## src/logic/amo_settings.svh

```systemverilog
//****************************************************************************
// AMO adapter settings
// Word address width, data width and memory depth
//****************************************************************************

`ifndef AMO_SETTINGS_SVH
`define AMO_SETTINGS_SVH

// Word address, not byte address
`define AMO_ADDR_W 8

`define AMO_DATA_W 32

// One word per address
`define AMO_MEM_WORDS (1 << `AMO_ADDR_W)

`endif
```

## src/logic/amo_pkg.sv

```systemverilog
//****************************************************************************
// AMO adapter package
// Opcode and ALU function encodings, client and memory request types
//****************************************************************************

package amo_pkg;

    `include "amo_settings.svh"

    // Atomics are paired: even code returns the old word, odd code does not
    typedef enum logic [4:0] {
        OP_LOAD     = 5'd0,
        OP_STORE    = 5'd1,
        OP_ALD_SWAP = 5'd2,
        OP_AST_SWAP = 5'd3,
        OP_ALD_ADD  = 5'd4,
        OP_AST_ADD  = 5'd5,
        OP_ALD_CLR  = 5'd6,
        OP_AST_CLR  = 5'd7,
        OP_ALD_SET  = 5'd8,
        OP_AST_SET  = 5'd9,
        OP_ALD_EOR  = 5'd10,
        OP_AST_EOR  = 5'd11,
        OP_ALD_SMAX = 5'd12,
        OP_AST_SMAX = 5'd13,
        OP_ALD_SMIN = 5'd14,
        OP_AST_SMIN = 5'd15,
        OP_ALD_UMAX = 5'd16,
        OP_AST_UMAX = 5'd17,
        OP_ALD_UMIN = 5'd18,
        OP_AST_UMIN = 5'd19
    } amo_op_e;

    // Same order as the atomic opcode pairs
    typedef enum logic [3:0] {
        FN_SWAP = 4'd0,
        FN_ADD  = 4'd1,
        FN_CLR  = 4'd2,
        FN_SET  = 4'd3,
        FN_EOR  = 4'd4,
        FN_SMAX = 4'd5,
        FN_SMIN = 4'd6,
        FN_UMAX = 4'd7,
        FN_UMIN = 4'd8
    } amo_fn_e;

    typedef logic [`AMO_DATA_W-1:0] data_t;

    typedef struct packed {
        amo_op_e                op;
        logic [`AMO_ADDR_W-1:0] addr;
        data_t                  wdata;
    } cli_req_t;

    typedef struct packed {
        data_t rdata;
        logic  err;
    } cli_rsp_t;

    typedef struct packed {
        logic [`AMO_ADDR_W-1:0] addr;
        logic                   we;
        data_t                  wdata;
    } mem_req_t;

endpackage

```

## src/logic/amo_adapter_top.sv

```systemverilog
//****************************************************************************
// AMO adapter top level
// Steering block and atomic engine share one memory port via the arbiter
//****************************************************************************

`timescale 1ns/100ps

`include "amo_settings.svh"

module amo_adapter_top (
    input  logic              clk_i,
    input  logic              rst_ni,
    input  logic              cli_req_valid_i,
    output logic              cli_req_ready_o,
    input  amo_pkg::cli_req_t cli_req_i,
    output logic              cli_rsp_valid_o,
    input  logic              cli_rsp_ready_i,
    output amo_pkg::cli_rsp_t cli_rsp_o,
    output logic              mem_req_valid_o,
    input  logic              mem_req_ready_i,
    output amo_pkg::mem_req_t mem_req_o,
    input  logic              mem_rsp_valid_i,
    input  amo_pkg::data_t    mem_rsp_rdata_i
);

    // Steering block on arbiter port 0
    logic                   s_req_valid;
    logic                   s_req_ready;
    amo_pkg::mem_req_t      s_req;
    logic                   s_rsp_valid;

    // Engine on arbiter port 1
    logic                   e_req_valid;
    logic                   e_req_ready;
    amo_pkg::mem_req_t      e_req;
    logic                   e_lock;
    logic                   e_rsp_valid;

    // Atomic hand-off between steering and engine
    logic                   amo_valid;
    logic                   amo_ready;
    amo_pkg::amo_fn_e       amo_fn;
    logic [`AMO_ADDR_W-1:0] amo_addr;
    amo_pkg::data_t         amo_operand;
    logic                   amo_done;
    amo_pkg::data_t         amo_old;

    amo_req_steer amo_req_steer_i (
        .clk_i           (clk_i),
        .rst_ni          (rst_ni),
        .cli_req_valid_i (cli_req_valid_i),
        .cli_req_ready_o (cli_req_ready_o),
        .cli_req_i       (cli_req_i),
        .cli_rsp_valid_o (cli_rsp_valid_o),
        .cli_rsp_ready_i (cli_rsp_ready_i),
        .cli_rsp_o       (cli_rsp_o),
        .mem_req_valid_o (s_req_valid),
        .mem_req_ready_i (s_req_ready),
        .mem_req_o       (s_req),
        .mem_rsp_valid_i (s_rsp_valid),
        .mem_rsp_rdata_i (mem_rsp_rdata_i),
        .amo_valid_o     (amo_valid),
        .amo_ready_i     (amo_ready),
        .amo_fn_o        (amo_fn),
        .amo_addr_o      (amo_addr),
        .amo_operand_o   (amo_operand),
        .amo_done_i      (amo_done),
        .amo_old_i       (amo_old)
    );

    amo_engine amo_engine_i (
        .clk_i           (clk_i),
        .rst_ni          (rst_ni),
        .start_valid_i   (amo_valid),
        .start_ready_o   (amo_ready),
        .fn_i            (amo_fn),
        .addr_i          (amo_addr),
        .operand_i       (amo_operand),
        .mem_req_valid_o (e_req_valid),
        .mem_req_ready_i (e_req_ready),
        .mem_req_o       (e_req),
        .lock_o          (e_lock),
        .mem_rsp_valid_i (e_rsp_valid),
        .mem_rsp_rdata_i (mem_rsp_rdata_i),
        .done_o          (amo_done),
        .old_o           (amo_old)
    );

    mem_arbiter mem_arbiter_i (
        .clk_i           (clk_i),
        .rst_ni          (rst_ni),
        .req0_valid_i    (s_req_valid),
        .req0_ready_o    (s_req_ready),
        .req0_i          (s_req),
        .rsp0_valid_o    (s_rsp_valid),
        .req1_valid_i    (e_req_valid),
        .req1_ready_o    (e_req_ready),
        .req1_i          (e_req),
        .lock1_i         (e_lock),
        .rsp1_valid_o    (e_rsp_valid),
        .mem_req_valid_o (mem_req_valid_o),
        .mem_req_ready_i (mem_req_ready_i),
        .mem_req_o       (mem_req_o),
        .mem_rsp_valid_i (mem_rsp_valid_i)
    );

endmodule

```

## src/logic/amo_req_steer.sv

```systemverilog
//****************************************************************************
// Request steering
// Decodes client requests, sends plain ones to memory, atomics to the
// engine, and builds the client response
//****************************************************************************

`timescale 1ns/100ps

`include "amo_settings.svh"

module amo_req_steer (
    input  logic                   clk_i,
    input  logic                   rst_ni,
    input  logic                   cli_req_valid_i,
    output logic                   cli_req_ready_o,
    input  amo_pkg::cli_req_t      cli_req_i,
    output logic                   cli_rsp_valid_o,
    input  logic                   cli_rsp_ready_i,
    output amo_pkg::cli_rsp_t      cli_rsp_o,
    output logic                   mem_req_valid_o,
    input  logic                   mem_req_ready_i,
    output amo_pkg::mem_req_t      mem_req_o,
    input  logic                   mem_rsp_valid_i,
    input  amo_pkg::data_t         mem_rsp_rdata_i,
    output logic                   amo_valid_o,
    input  logic                   amo_ready_i,
    output amo_pkg::amo_fn_e       amo_fn_o,
    output logic [`AMO_ADDR_W-1:0] amo_addr_o,
    output amo_pkg::data_t         amo_operand_o,
    input  logic                   amo_done_i,
    input  amo_pkg::data_t         amo_old_i
);

    typedef enum logic [2:0] {
        IDLE,
        PLAIN_REQ,
        PLAIN_WAIT,
        AMO_START,
        AMO_WAIT,
        RESPOND
    } state_e;

    state_e            state_q;
    state_e            state_d;
    amo_pkg::mem_req_t req_q;
    amo_pkg::amo_fn_e  fn_q;
    logic              store_q;
    amo_pkg::cli_rsp_t rsp_q;
    logic              accept;
    logic              is_plain;
    logic              is_amo;
    logic [4:0]        op_off;

    // Atomic code minus the first atomic gives function and store flag
    assign op_off   = cli_req_i.op - amo_pkg::OP_ALD_SWAP;
    assign is_plain = (cli_req_i.op == amo_pkg::OP_LOAD) ||
                      (cli_req_i.op == amo_pkg::OP_STORE);
    assign is_amo   = (cli_req_i.op >= amo_pkg::OP_ALD_SWAP) &&
                      (cli_req_i.op <= amo_pkg::OP_AST_UMIN);

    assign accept          = (state_q == IDLE) && cli_req_valid_i;
    assign cli_req_ready_o = (state_q == IDLE);
    assign cli_rsp_valid_o = (state_q == RESPOND);
    assign cli_rsp_o       = rsp_q;
    assign mem_req_valid_o = (state_q == PLAIN_REQ);
    assign mem_req_o       = req_q;
    assign amo_valid_o     = (state_q == AMO_START);
    assign amo_fn_o        = fn_q;
    assign amo_addr_o      = req_q.addr;
    assign amo_operand_o   = req_q.wdata;

    always_comb begin
        state_d = state_q;
        case (state_q)
            IDLE: begin
                if (cli_req_valid_i) begin
                    if (is_plain) begin
                        state_d = PLAIN_REQ;
                    end else if (is_amo) begin
                        state_d = AMO_START;
                    end else begin
                        state_d = RESPOND;
                    end
                end
            end
            PLAIN_REQ:  if (mem_req_ready_i) state_d = PLAIN_WAIT;
            PLAIN_WAIT: if (mem_rsp_valid_i) state_d = RESPOND;
            AMO_START:  if (amo_ready_i) state_d = AMO_WAIT;
            AMO_WAIT:   if (amo_done_i) state_d = RESPOND;
            RESPOND:    if (cli_rsp_ready_i) state_d = IDLE;
            default:    state_d = IDLE;
        endcase
    end

    always_ff @(posedge clk_i or negedge rst_ni) begin
        if (!rst_ni) begin
            state_q <= IDLE;
        end else begin
            state_q <= state_d;
        end
    end

    always_ff @(posedge clk_i) begin
        if (accept) begin
            req_q.addr  <= cli_req_i.addr;
            req_q.we    <= (cli_req_i.op == amo_pkg::OP_STORE);
            req_q.wdata <= cli_req_i.wdata;
            fn_q        <= amo_pkg::amo_fn_e'(op_off[4:1]);
            store_q     <= op_off[0];
            // Error response by default, replaced when a valid one completes
            rsp_q.rdata <= '1;
            rsp_q.err   <= 1'b1;
        end
        if (state_q == PLAIN_WAIT && mem_rsp_valid_i) begin
            rsp_q.rdata <= req_q.we ? '0 : mem_rsp_rdata_i;
            rsp_q.err   <= 1'b0;
        end
        if (state_q == AMO_WAIT && amo_done_i) begin
            rsp_q.rdata <= store_q ? '0 : amo_old_i;
            rsp_q.err   <= 1'b0;
        end
    end

endmodule

```

## src/logic/mem_arbiter.sv

```systemverilog
//****************************************************************************
// Memory arbiter
// Shares one memory port between two requesters, port 1 first, with lock
//****************************************************************************

`timescale 1ns/100ps

module mem_arbiter (
    input  logic              clk_i,
    input  logic              rst_ni,
    input  logic              req0_valid_i,
    output logic              req0_ready_o,
    input  amo_pkg::mem_req_t req0_i,
    output logic              rsp0_valid_o,
    input  logic              req1_valid_i,
    output logic              req1_ready_o,
    input  amo_pkg::mem_req_t req1_i,
    input  logic              lock1_i,
    output logic              rsp1_valid_o,
    output logic              mem_req_valid_o,
    input  logic              mem_req_ready_i,
    output amo_pkg::mem_req_t mem_req_o,
    input  logic              mem_rsp_valid_i
);

    logic grant0;
    logic grant1;
    // Set when the last accepted request came from port 1
    logic owner_q;

    assign grant1 = req1_valid_i;
    assign grant0 = req0_valid_i && !req1_valid_i && !lock1_i;

    assign mem_req_valid_o = grant0 || grant1;
    assign mem_req_o       = grant1 ? req1_i : req0_i;

    assign req1_ready_o = mem_req_ready_i;
    assign req0_ready_o = mem_req_ready_i && !req1_valid_i && !lock1_i;

    // Responses come back in order, one request is outstanding at a time
    assign rsp0_valid_o = mem_rsp_valid_i && !owner_q;
    assign rsp1_valid_o = mem_rsp_valid_i && owner_q;

    always_ff @(posedge clk_i or negedge rst_ni) begin
        if (!rst_ni) begin
            owner_q <= 1'b0;
        end else if (mem_req_valid_o && mem_req_ready_i) begin
            owner_q <= grant1;
        end
    end

endmodule

```

## src/logic/amo_engine.sv

```systemverilog
//****************************************************************************
// AMO engine
// Runs the read, compute and write-back sequence of one atomic
//****************************************************************************

`timescale 1ns/100ps

`include "amo_settings.svh"

module amo_engine (
    input  logic                   clk_i,
    input  logic                   rst_ni,
    input  logic                   start_valid_i,
    output logic                   start_ready_o,
    input  amo_pkg::amo_fn_e       fn_i,
    input  logic [`AMO_ADDR_W-1:0] addr_i,
    input  amo_pkg::data_t         operand_i,
    output logic                   mem_req_valid_o,
    input  logic                   mem_req_ready_i,
    output amo_pkg::mem_req_t      mem_req_o,
    output logic                   lock_o,
    input  logic                   mem_rsp_valid_i,
    input  amo_pkg::data_t         mem_rsp_rdata_i,
    output logic                   done_o,
    output amo_pkg::data_t         old_o
);

    typedef enum logic [2:0] {
        IDLE,
        READ_REQ,
        READ_WAIT,
        WRITE_REQ,
        WRITE_WAIT
    } state_e;

    state_e                 state_q;
    amo_pkg::amo_fn_e       fn_q;
    logic [`AMO_ADDR_W-1:0] addr_q;
    amo_pkg::data_t         operand_q;
    amo_pkg::data_t         old_q;
    amo_pkg::data_t         result;
    logic                   done_q;

    amo_alu amo_alu_i (
        .fn_i      (fn_q),
        .old_i     (old_q),
        .operand_i (operand_q),
        .result_o  (result)
    );

    assign start_ready_o   = (state_q == IDLE);
    assign mem_req_valid_o = (state_q == READ_REQ) || (state_q == WRITE_REQ);
    assign mem_req_o.addr  = addr_q;
    assign mem_req_o.we    = (state_q == WRITE_REQ);
    assign mem_req_o.wdata = result;

    // Port stays ours from the read until the write is taken
    assign lock_o = (state_q == READ_REQ) || (state_q == READ_WAIT) ||
                    (state_q == WRITE_REQ);

    assign done_o = done_q;
    assign old_o  = old_q;

    always_ff @(posedge clk_i or negedge rst_ni) begin
        if (!rst_ni) begin
            state_q <= IDLE;
            done_q  <= 1'b0;
        end else begin
            done_q <= 1'b0;
            case (state_q)
                IDLE:       if (start_valid_i) state_q <= READ_REQ;
                READ_REQ:   if (mem_req_ready_i) state_q <= READ_WAIT;
                READ_WAIT:  if (mem_rsp_valid_i) state_q <= WRITE_REQ;
                WRITE_REQ:  if (mem_req_ready_i) state_q <= WRITE_WAIT;
                WRITE_WAIT: begin
                    if (mem_rsp_valid_i) begin
                        state_q <= IDLE;
                        done_q  <= 1'b1;
                    end
                end
                default:    state_q <= IDLE;
            endcase
        end
    end

    always_ff @(posedge clk_i) begin
        if (state_q == IDLE && start_valid_i) begin
            fn_q      <= fn_i;
            addr_q    <= addr_i;
            operand_q <= operand_i;
        end
        if (state_q == READ_WAIT && mem_rsp_valid_i) begin
            old_q <= mem_rsp_rdata_i;
        end
    end

endmodule

```

## src/logic/amo_alu.sv

```systemverilog
//****************************************************************************
// AMO ALU
// Computes the new memory word of an atomic from old word and operand
//****************************************************************************

`timescale 1ns/100ps

module amo_alu (
    input  amo_pkg::amo_fn_e fn_i,
    input  amo_pkg::data_t   old_i,
    input  amo_pkg::data_t   operand_i,
    output amo_pkg::data_t   result_o
);

    logic old_gt_s;
    logic old_gt_u;

    // Comparisons shared by max and min
    assign old_gt_s = $signed(old_i) > $signed(operand_i);
    assign old_gt_u = old_i > operand_i;

    always_comb begin
        case (fn_i)
            amo_pkg::FN_SWAP: result_o = operand_i;
            amo_pkg::FN_ADD:  result_o = old_i + operand_i;
            amo_pkg::FN_CLR:  result_o = old_i & ~operand_i;
            amo_pkg::FN_SET:  result_o = old_i | operand_i;
            amo_pkg::FN_EOR:  result_o = old_i ^ operand_i;
            amo_pkg::FN_SMAX: result_o = old_gt_s ? old_i : operand_i;
            amo_pkg::FN_SMIN: result_o = old_gt_s ? operand_i : old_i;
            amo_pkg::FN_UMAX: result_o = old_gt_u ? old_i : operand_i;
            amo_pkg::FN_UMIN: result_o = old_gt_u ? operand_i : old_i;
            // Unused codes leave memory as it was
            default:          result_o = old_i;
        endcase
    end

endmodule

```

## config.mk

```make
export PLATFORM = sky130hd
export DESIGN_NAME = amo_adapter_top
export DESIGN_NICKNAME = d
export VERILOG_FILES = /design/src/logic/amo_pkg.sv /design/src/logic/amo_adapter_top.sv /design/src/logic/amo_req_steer.sv /design/src/logic/mem_arbiter.sv /design/src/logic/amo_engine.sv /design/src/logic/amo_alu.sv
export VERILOG_INCLUDE_DIRS = /design/src /design/src/logic
export SDC_FILE = /design/constraint.sdc
export NUM_CORES = 1
export LEC_CHECK = 0
export ABC_CLOCK_PERIOD_IN_PS = 5040
export BUFFER_PORTS_ARGS = -buffer_cell sky130_fd_sc_hd__buf_4
export CELL_PAD_IN_SITES_DETAIL_PLACEMENT = 2
export CELL_PAD_IN_SITES_GLOBAL_PLACEMENT = 2
export CORE_MARGIN = 1.5
export CORE_UTILIZATION = 37
export DETAILED_ROUTE_END_ITERATION = 12
export GPL_TIMING_DRIVEN = 0
export PLACE_DENSITY = 0.78
export SLEW_MARGIN = 20
export SYNTH_ARGS = -nofsm -noshare
export SYNTH_HDL_FRONTEND = slang
export SYNTH_SLANG_ARGS = --single-unit
```

## constraint.sdc

```tcl
create_clock -name clk_i -period 5.04 [get_ports clk_i]
set_clock_uncertainty 0.1 [all_clocks]
set_input_delay 0.252 -clock clk_i [delete_from_list [all_inputs] [get_ports clk_i]]
set_output_delay 0.252 -clock clk_i [all_outputs]
set_load 0.02 [all_outputs]
```

==> Yosys cells after proc, flatten, opt, wreduce, memory -nomap -nowiden <==
Index checks and enable logic that the tools add are counted.
{ "totals": {"mem_bits_ro": 0, "register_bits": 163, "out_inout_bits": 77, "latchBits": 0, "mem_bits_rw": 0, "n_memories": 0, "in_bits": 83} }
{ "classes": {"n_div": 0, "mul": 0, "n_mux": 28, "reduce_logical": 29, "n_bitwise": 4, "shift": 0, "n_eq_ne": 29, "add_sub_neg": 2, "magnitude_cmp": 4} }
{ "ops": {"columns": ["op", "count"], "rows": [
  ["32-bit one-hot mux with 9 select lines", 1],
  ["32-bit two-way mux", 6],
  ["33-bit two-way mux", 3],
  ["32-bit > comparator", 2],
  ["41-bit two-way mux", 1],
  ["3-bit two-way mux", 13],
  ["32-bit adder", 1],
  ["32-bit bitwise AND", 1],
  ["32-bit inverter", 1],
  ["32-bit OR", 1],
  ["32-bit XOR", 1],
  ["3-bit one-hot mux with 6 select lines", 1],
  ["4-bit by 3-bit equality test with 1-bit output (second input constant)", 4],
  ["3-bit one-hot mux with 5 select lines", 1],
  ["1-bit logical AND", 13],
  ["3-bit by 2-bit equality test with 1-bit output (second input constant)", 4],
  ["2-bit by 1-bit inequality test with 1-bit output (second input constant)", 6],
  ["2-bit inequality test (second input constant)", 5],
  ["3-bit equality test (second input constant)", 3],
  ["4-bit by 2-bit equality test with 1-bit output (second input constant)", 2],
  ["3-bit by 1-bit equality test with 1-bit output (second input constant)", 2],
  ["3-bit logical NOT", 2],
  ["6-bit AND reduction", 1],
  ["5-bit by 1-bit equality test with 1-bit output (second input constant)", 1],
  ["other kinds (13)", 20]
]} }

==> Logic depth before layout (Yosys ltp) <==
{ "logic_depth": {"depth_word": 7, "mapped_depth": 14} }

==> By module <==
A second synthesis with hierarchy kept.
{ "unflattened": {"hier_cells": 1106, "hier_area_um2": 11803.8} }
{ "modules_own_cells": {"columns": ["mod", "instances", "seq_area_each_um2", "cells_each", "area_per_inst_um2"], "rows": [
  ["amo_alu", 1, 0.0, 738, 5021.1],
  ["amo_req_steer", 1, 2437.3, 214, 3478.3],
  ["amo_engine", 1, 2382.3, 99, 2537.4],
  ["mem_arbiter", 1, 25.0, 55, 767.0]
]} }

==> Least setup slack after synthesis <==
No wires, ideal clock.
{ "synth_timing": {"kind": "reg2reg", "startpoint": "register amo_engine_i.state_q[1]", "endpoint": "register amo_engine_i.old_q[0] (netlist: amo_engine_i.old_o[0]) (enable)", "required_ns": 4.472, "stages_incl_launch_ff": 4, "path_slack_ns": 1.343, "t_arrival_ns": 3.129, "path_cell_list": "dfrtp_1 > clkbuf_1 > nor2b_1 > nor3b_1"} }
{ "synth_between": {"elab_chain_len": 2} }
{ "synth_lines": {"columns": ["element", "line", "source"], "rows": [
  ["start: declaration", "amo_engine.sv:36", "state_e state_q;"],
  ["start signal: assignment", "amo_engine.sv:66", "state_q <= IDLE;"],
  ["start signal: assignment", "amo_engine.sv:71", "IDLE: if (start_valid_i) state_q <= READ_REQ;"],
  ["start signal: assignment", "amo_engine.sv:72", "READ_REQ: if (mem_req_ready_i) state_q <= READ_WAIT;"],
  ["3-bit by 2-bit equality test with 1-bit output", "amo_engine.sv:92", "if (state_q == READ_WAIT && mem_rsp_valid_i) begin"],
  ["1-bit logical AND", "amo_engine.sv:92", null],
  ["end signal: assignment", "amo_engine.sv:93", "old_q <= mem_rsp_rdata_i;"],
  ["end: declaration", "amo_engine.sv:40", "amo_pkg::data_t old_q;"]
]} }
No other way between the ends.
A chain may end at the register's enable or synchronous reset.

==> results.cfg <==
[status]
run_status = finished, final reports clean

[timing]
hold_viol = 0
slew-limit-headroom_pct = 31.77
postLayoutSetupSlackWorst_ns = 0.1802
worstMarginPinSlew_ns = 1.023
fmaxAchievable_mhz = 205.8
rsz0062_at_grt = no
final_period_minus_worst_setup_slack_ns = 4.860
final-setup-viol-count = 0
final-max-slew-violation-count = 0
layout_worst_path_cycle_share_pct = 96.42

[critical_path]
critical_path_class = register to output port
reg2reg_depth = 7
critical_path_required_ns = 4.69
path_cells = inv_1 -> ha_1 -> a211oi_1 -> o21ai_0 -> a32oi_1 -> o221ai_1 -> and2_1 -> a221oi_1 -> nor4b_1 -> a21oi_1 -> a21oi_1 -> buf_4
setup.reg_to_reg.worst_slack_ns = 1.70
critical-path-max-stage-delay_ns = 0.66
cp_data_arrival_time_ns = 4.51
critPathLaunch = amo_engine_i.old_o[1]
critPathLaunchType = register
cp-end-kind = output port
worstReg2RegStart = amo_engine_i.state_q[0]
capturing_point_of_the_worst_reg2reg_path = amo_engine_i.state_q[2]
timing.critical_path.slowest_stage_cell = a221oi_1
critical_path.max_fanout = 6
critical-path-top-cell-by-count = a21oi_1

[layout]
layout.filler_cells = 2988
final_standard_cell_utilization_of_the_core_pct = 48.96
area_growth_syn_to_layout_pct = 29.84
design_area_mm2 = 0.01368
antenna_cells = 0
post_layout_nonfiller_instances = 1694
final_nets = 1485
register_area_mm2 = 0.004845
final_layout_size_suffix_gt1_share_pct = 18.69
multi_input_comb_area_mm2 = 0.005111

[floorplanning]
floorplan.core_area_mm2 = 0.02793
fp.dieH_um = 171.7
placement_rows = 61
initial_core_util_pct = 37.71
die_area_mm2 = 0.02949
io_pins = 160
dieWidth_um = 171.7

[detailed_routing]
dr.first_iter.drc_count = 542
totalWireLength_mm = 44.28
drt-pass1-iter-count = 5
detail_route.vias_per_cell = 5.726
drtAntennaViolNets = 0
route.detailed.drc = 0
via_count = 9699
wl_per_cell_um = 26.14

[yosys]
synth_cells = 1042
ys_seq_area_share_pct = 45.99
yosys_warning_count = 0
number_of_unique_standard_cell_types_used_by_synthesis = 70
synth_fp_nets = 1224
synthFlopType = edfxtp_1
async_flop_share_pct = 4.908
synth_area_leaders = edfxtp_1 (44%), ha_1 (12%), a21oi_1 (5.0%), a221o_1 (3.1%), nand2_1 (3.1%)
synth_top_cell_by_area = edfxtp_1
synth_enable_flop_cells = 154
synth.avg_cell_area_um2 = 10.11
yosysTopAreaCellShare_pct = 43.90
synth_seq_cells = 163
syn_area_mm2 = 0.01053

[placement]
place.port_buffers = 159
worst_slack_placed_ns = 0.7009
globalplace.congestion = 0.8821
place.detailed.hpwl_mm = 29.57
placed_area_mm2 = 0.01232
numPlacedInstances = 1587

[worst_hold_path]
holdCritStartpoint = cli_req_i[44]
terminating_pin_of_the_worst_hold_path = amo_req_steer_i.amo_fn_o[3]
hold-path-cell-count = 3
hp-class = primary input to register

[global_route]
antenna_found_initial = 2
grt_first_pass_wirelength_mm = 66.15
sum_of_overflow_across_all_layers_after_global_routing = 0
number_of_global_route_vias_before_repair = 10770
maximum_number_of_pins_on_one_net_before_global_route_repair = 37
grtUsageTotal_pct = 30.76

[clocking]
root_buffer = clkbuf_16
cts-root-to-sink-buffers = 2
clock_tree_from_tritoncts = yes
cts-buffers-inserted = 17
cts.htree.levels = 4
clk_pin_slew_worst_paths_ns = 0.08
clock_insertion_delay_worst_skew_ns = 0.46
cts_sinks = 163

[power]
power_leakage_nw = 5.577
powerDensity_mw_per_mm2 = 461.7
ir_drop_v = 0.0003028

[job]
cap_violations = 0
## metrics by stage
stage / power [mW] / TNS, ns / hold WS [ns]
floorplan: 3.610 / 0 / -0.1436
global placement: 4.678 / -27.32 / -0.01591
detailed placement: 4.800 / 0 / -0.01417
CTS: 6.264 / 0 / 0.003312
global route: 6.615 / 0 / 0.02343
finish: 6.315 / 0 / 0.01915
## power by group
part	total (mW)	internal, mW	leakage (nW)	switching (mW)
logic	2.90	1.03	3.77	1.87
registers	2.01	1.83	1.52	0.180
clock network	1.40	0.747	0.287	0.657
## cell families (layout without fill, tap and decap cells)
kind of cell,count (synthesis),in the layout,share of synthesized area (%)
compound gates,341,341,22.20
xor+xnor,11,11,0.9146
fa+ha+maj,99,99,11.83
buf+inv,153,427,5.903
flops,163,163,45.99
mux,5,5,0.5226
simple gates,270,270,12.64
## final cells by class
type | count | area share, %
tap | 378 | 3.458
timing repair buffer | 242 | 14.84
clock buffer | 18 | 3.138
buffer | 71 | 2.324
inverter | 82 | 2.250
sequential | 163 | 35.42
multi-input combinational | 726 | 37.37
clock inverter | 14 | 1.198
## timing repair
action,CTS,global route
hold buffers,75,0
hold endpoints to repair,85,0
buffers inserted,0,0
gates resized for setup,0,2
endpoints found under the setup margin,0,3
## layer usage
metal / routed length (µm) / global-route usage [%] / share of wire [%]
met4: 1118 / 11.04 / 2.5
met3: 2158 / 5.246 / 4.9
met2: 22510 / 54.96 / 51
met1: 18470 / 37.08 / 42
met5: 13 / 0 / 0.029
## worst max path at each step
| stage | cells after the start | slack [ns] | end |
|---|---|---|---|
| floorplan | 3 | 1.34 | amo_engine_i.old_o[0] |
| global placement | 3 | -0.86 | amo_engine_i.old_o[20] |
| detailed placement | 12 | 0.70 | mem_req_o[30] |
| CTS | 12 | 0.19 | mem_req_o[30] |
| global route | 14 | 0.03 | mem_req_o[31] |
| finish | 12 | 0.18 | mem_req_o[29] |
## cell usage after synthesis, types with 4 or more instances
cell type,n
nand2_1,88
buf_6,4
xor2_1,5
nand3_1,14
ha_1,98
a21oi_1,106
nand4_1,10
nand2b_1,6
nor3b_1,6
a221o_1,33
nand3b_1,5
a22oi_1,19
xnor2_1,6
a221oi_2,7
nor2_1,85
a221oi_1,25
clkbuf_1,55
and2_1,6
edfxtp_1,154
a31oi_1,16
mux2i_1,4
nor2b_1,13
nor3_1,12
a21o_1,12
inv_1,81
dfrtp_1,8
and3_1,4
o211ai_1,13
o21ai_0,64
a21boi_0,4
o21bai_1,8
a211oi_1,5
buf_2,8
## worst max-delay path: cells and delay by family (launching register included)
kind / cells / cell delay [ns]
fa+ha+maj: 1 / 0.37
buf+inv: 2 / 0.26
simple gates: 2 / 0.45
compound gates: 7 / 2.46
flops: 1 / 0.52
## registers in the layout, summed over array words and instances, names as in the netlist
| name | cells |
|---|---|
| amo_req_steer_i.state_q | 3 |
| amo_engine_i.operand_q | 32 |
| amo_engine_i.fn_q | 4 |
| amo_req_steer_i.amo_fn_o | 4 |
| amo_req_steer_i.amo_operand_o | 32 |
| amo_req_steer_i.store_q | 1 |
| amo_engine_i.old_o | 32 |
| amo_engine_i.state_q | 3 |
| mem_arbiter_i.owner_q | 1 |
| amo_req_steer_i.cli_rsp_o | 33 |
| amo_engine_i.addr_q | 8 |
| amo_req_steer_i.mem_req_o | 1 |
| amo_req_steer_i.amo_addr_o | 8 |
| amo_engine_i.done_o | 1 |
## placed cells by master (no fill, tap or decap), types with 4 or more instances in the layout
| cell type | netlist | layout |
|---|---|---|
| buf_4 | 2 | 167 |
| edfxtp_1 | 154 | 154 |
| a21oi_1 | 106 | 106 |
| ha_1 | 98 | 98 |
| nand2_1 | 88 | 88 |
| nor2_1 | 85 | 85 |
| inv_1 | 81 | 81 |
| dlygate4sd3_1 | 0 | 75 |
| o21ai_0 | 64 | 64 |
| clkbuf_1 | 55 | 55 |
| a221o_1 | 33 | 33 |
| a221oi_1 | 25 | 25 |
| a22oi_1 | 19 | 19 |
| clkbuf_16 | 0 | 17 |
| a31oi_1 | 16 | 16 |
| nand3_1 | 14 | 14 |
| nor2b_1 | 13 | 13 |
| o211ai_1 | 13 | 13 |
| a21o_1 | 12 | 12 |
| nor3_1 | 12 | 11 |
| nand4_1 | 10 | 10 |
| buf_2 | 8 | 8 |
| o21bai_1 | 8 | 8 |
| dfrtp_1 | 8 | 8 |
| a221oi_2 | 7 | 7 |
| and2_1 | 6 | 6 |
| nand2b_1 | 6 | 6 |
| xnor2_1 | 6 | 6 |
| inv_6 | 0 | 6 |
| a211oi_1 | 5 | 5 |
| nand3b_1 | 5 | 5 |
| xor2_1 | 5 | 5 |
| buf_6 | 4 | 4 |
| a21boi_0 | 4 | 4 |
| nor3b_1 | 6 | 4 |
| mux2i_1 | 4 | 4 |
No activity file was read; power rests on OpenSTA's default activity.
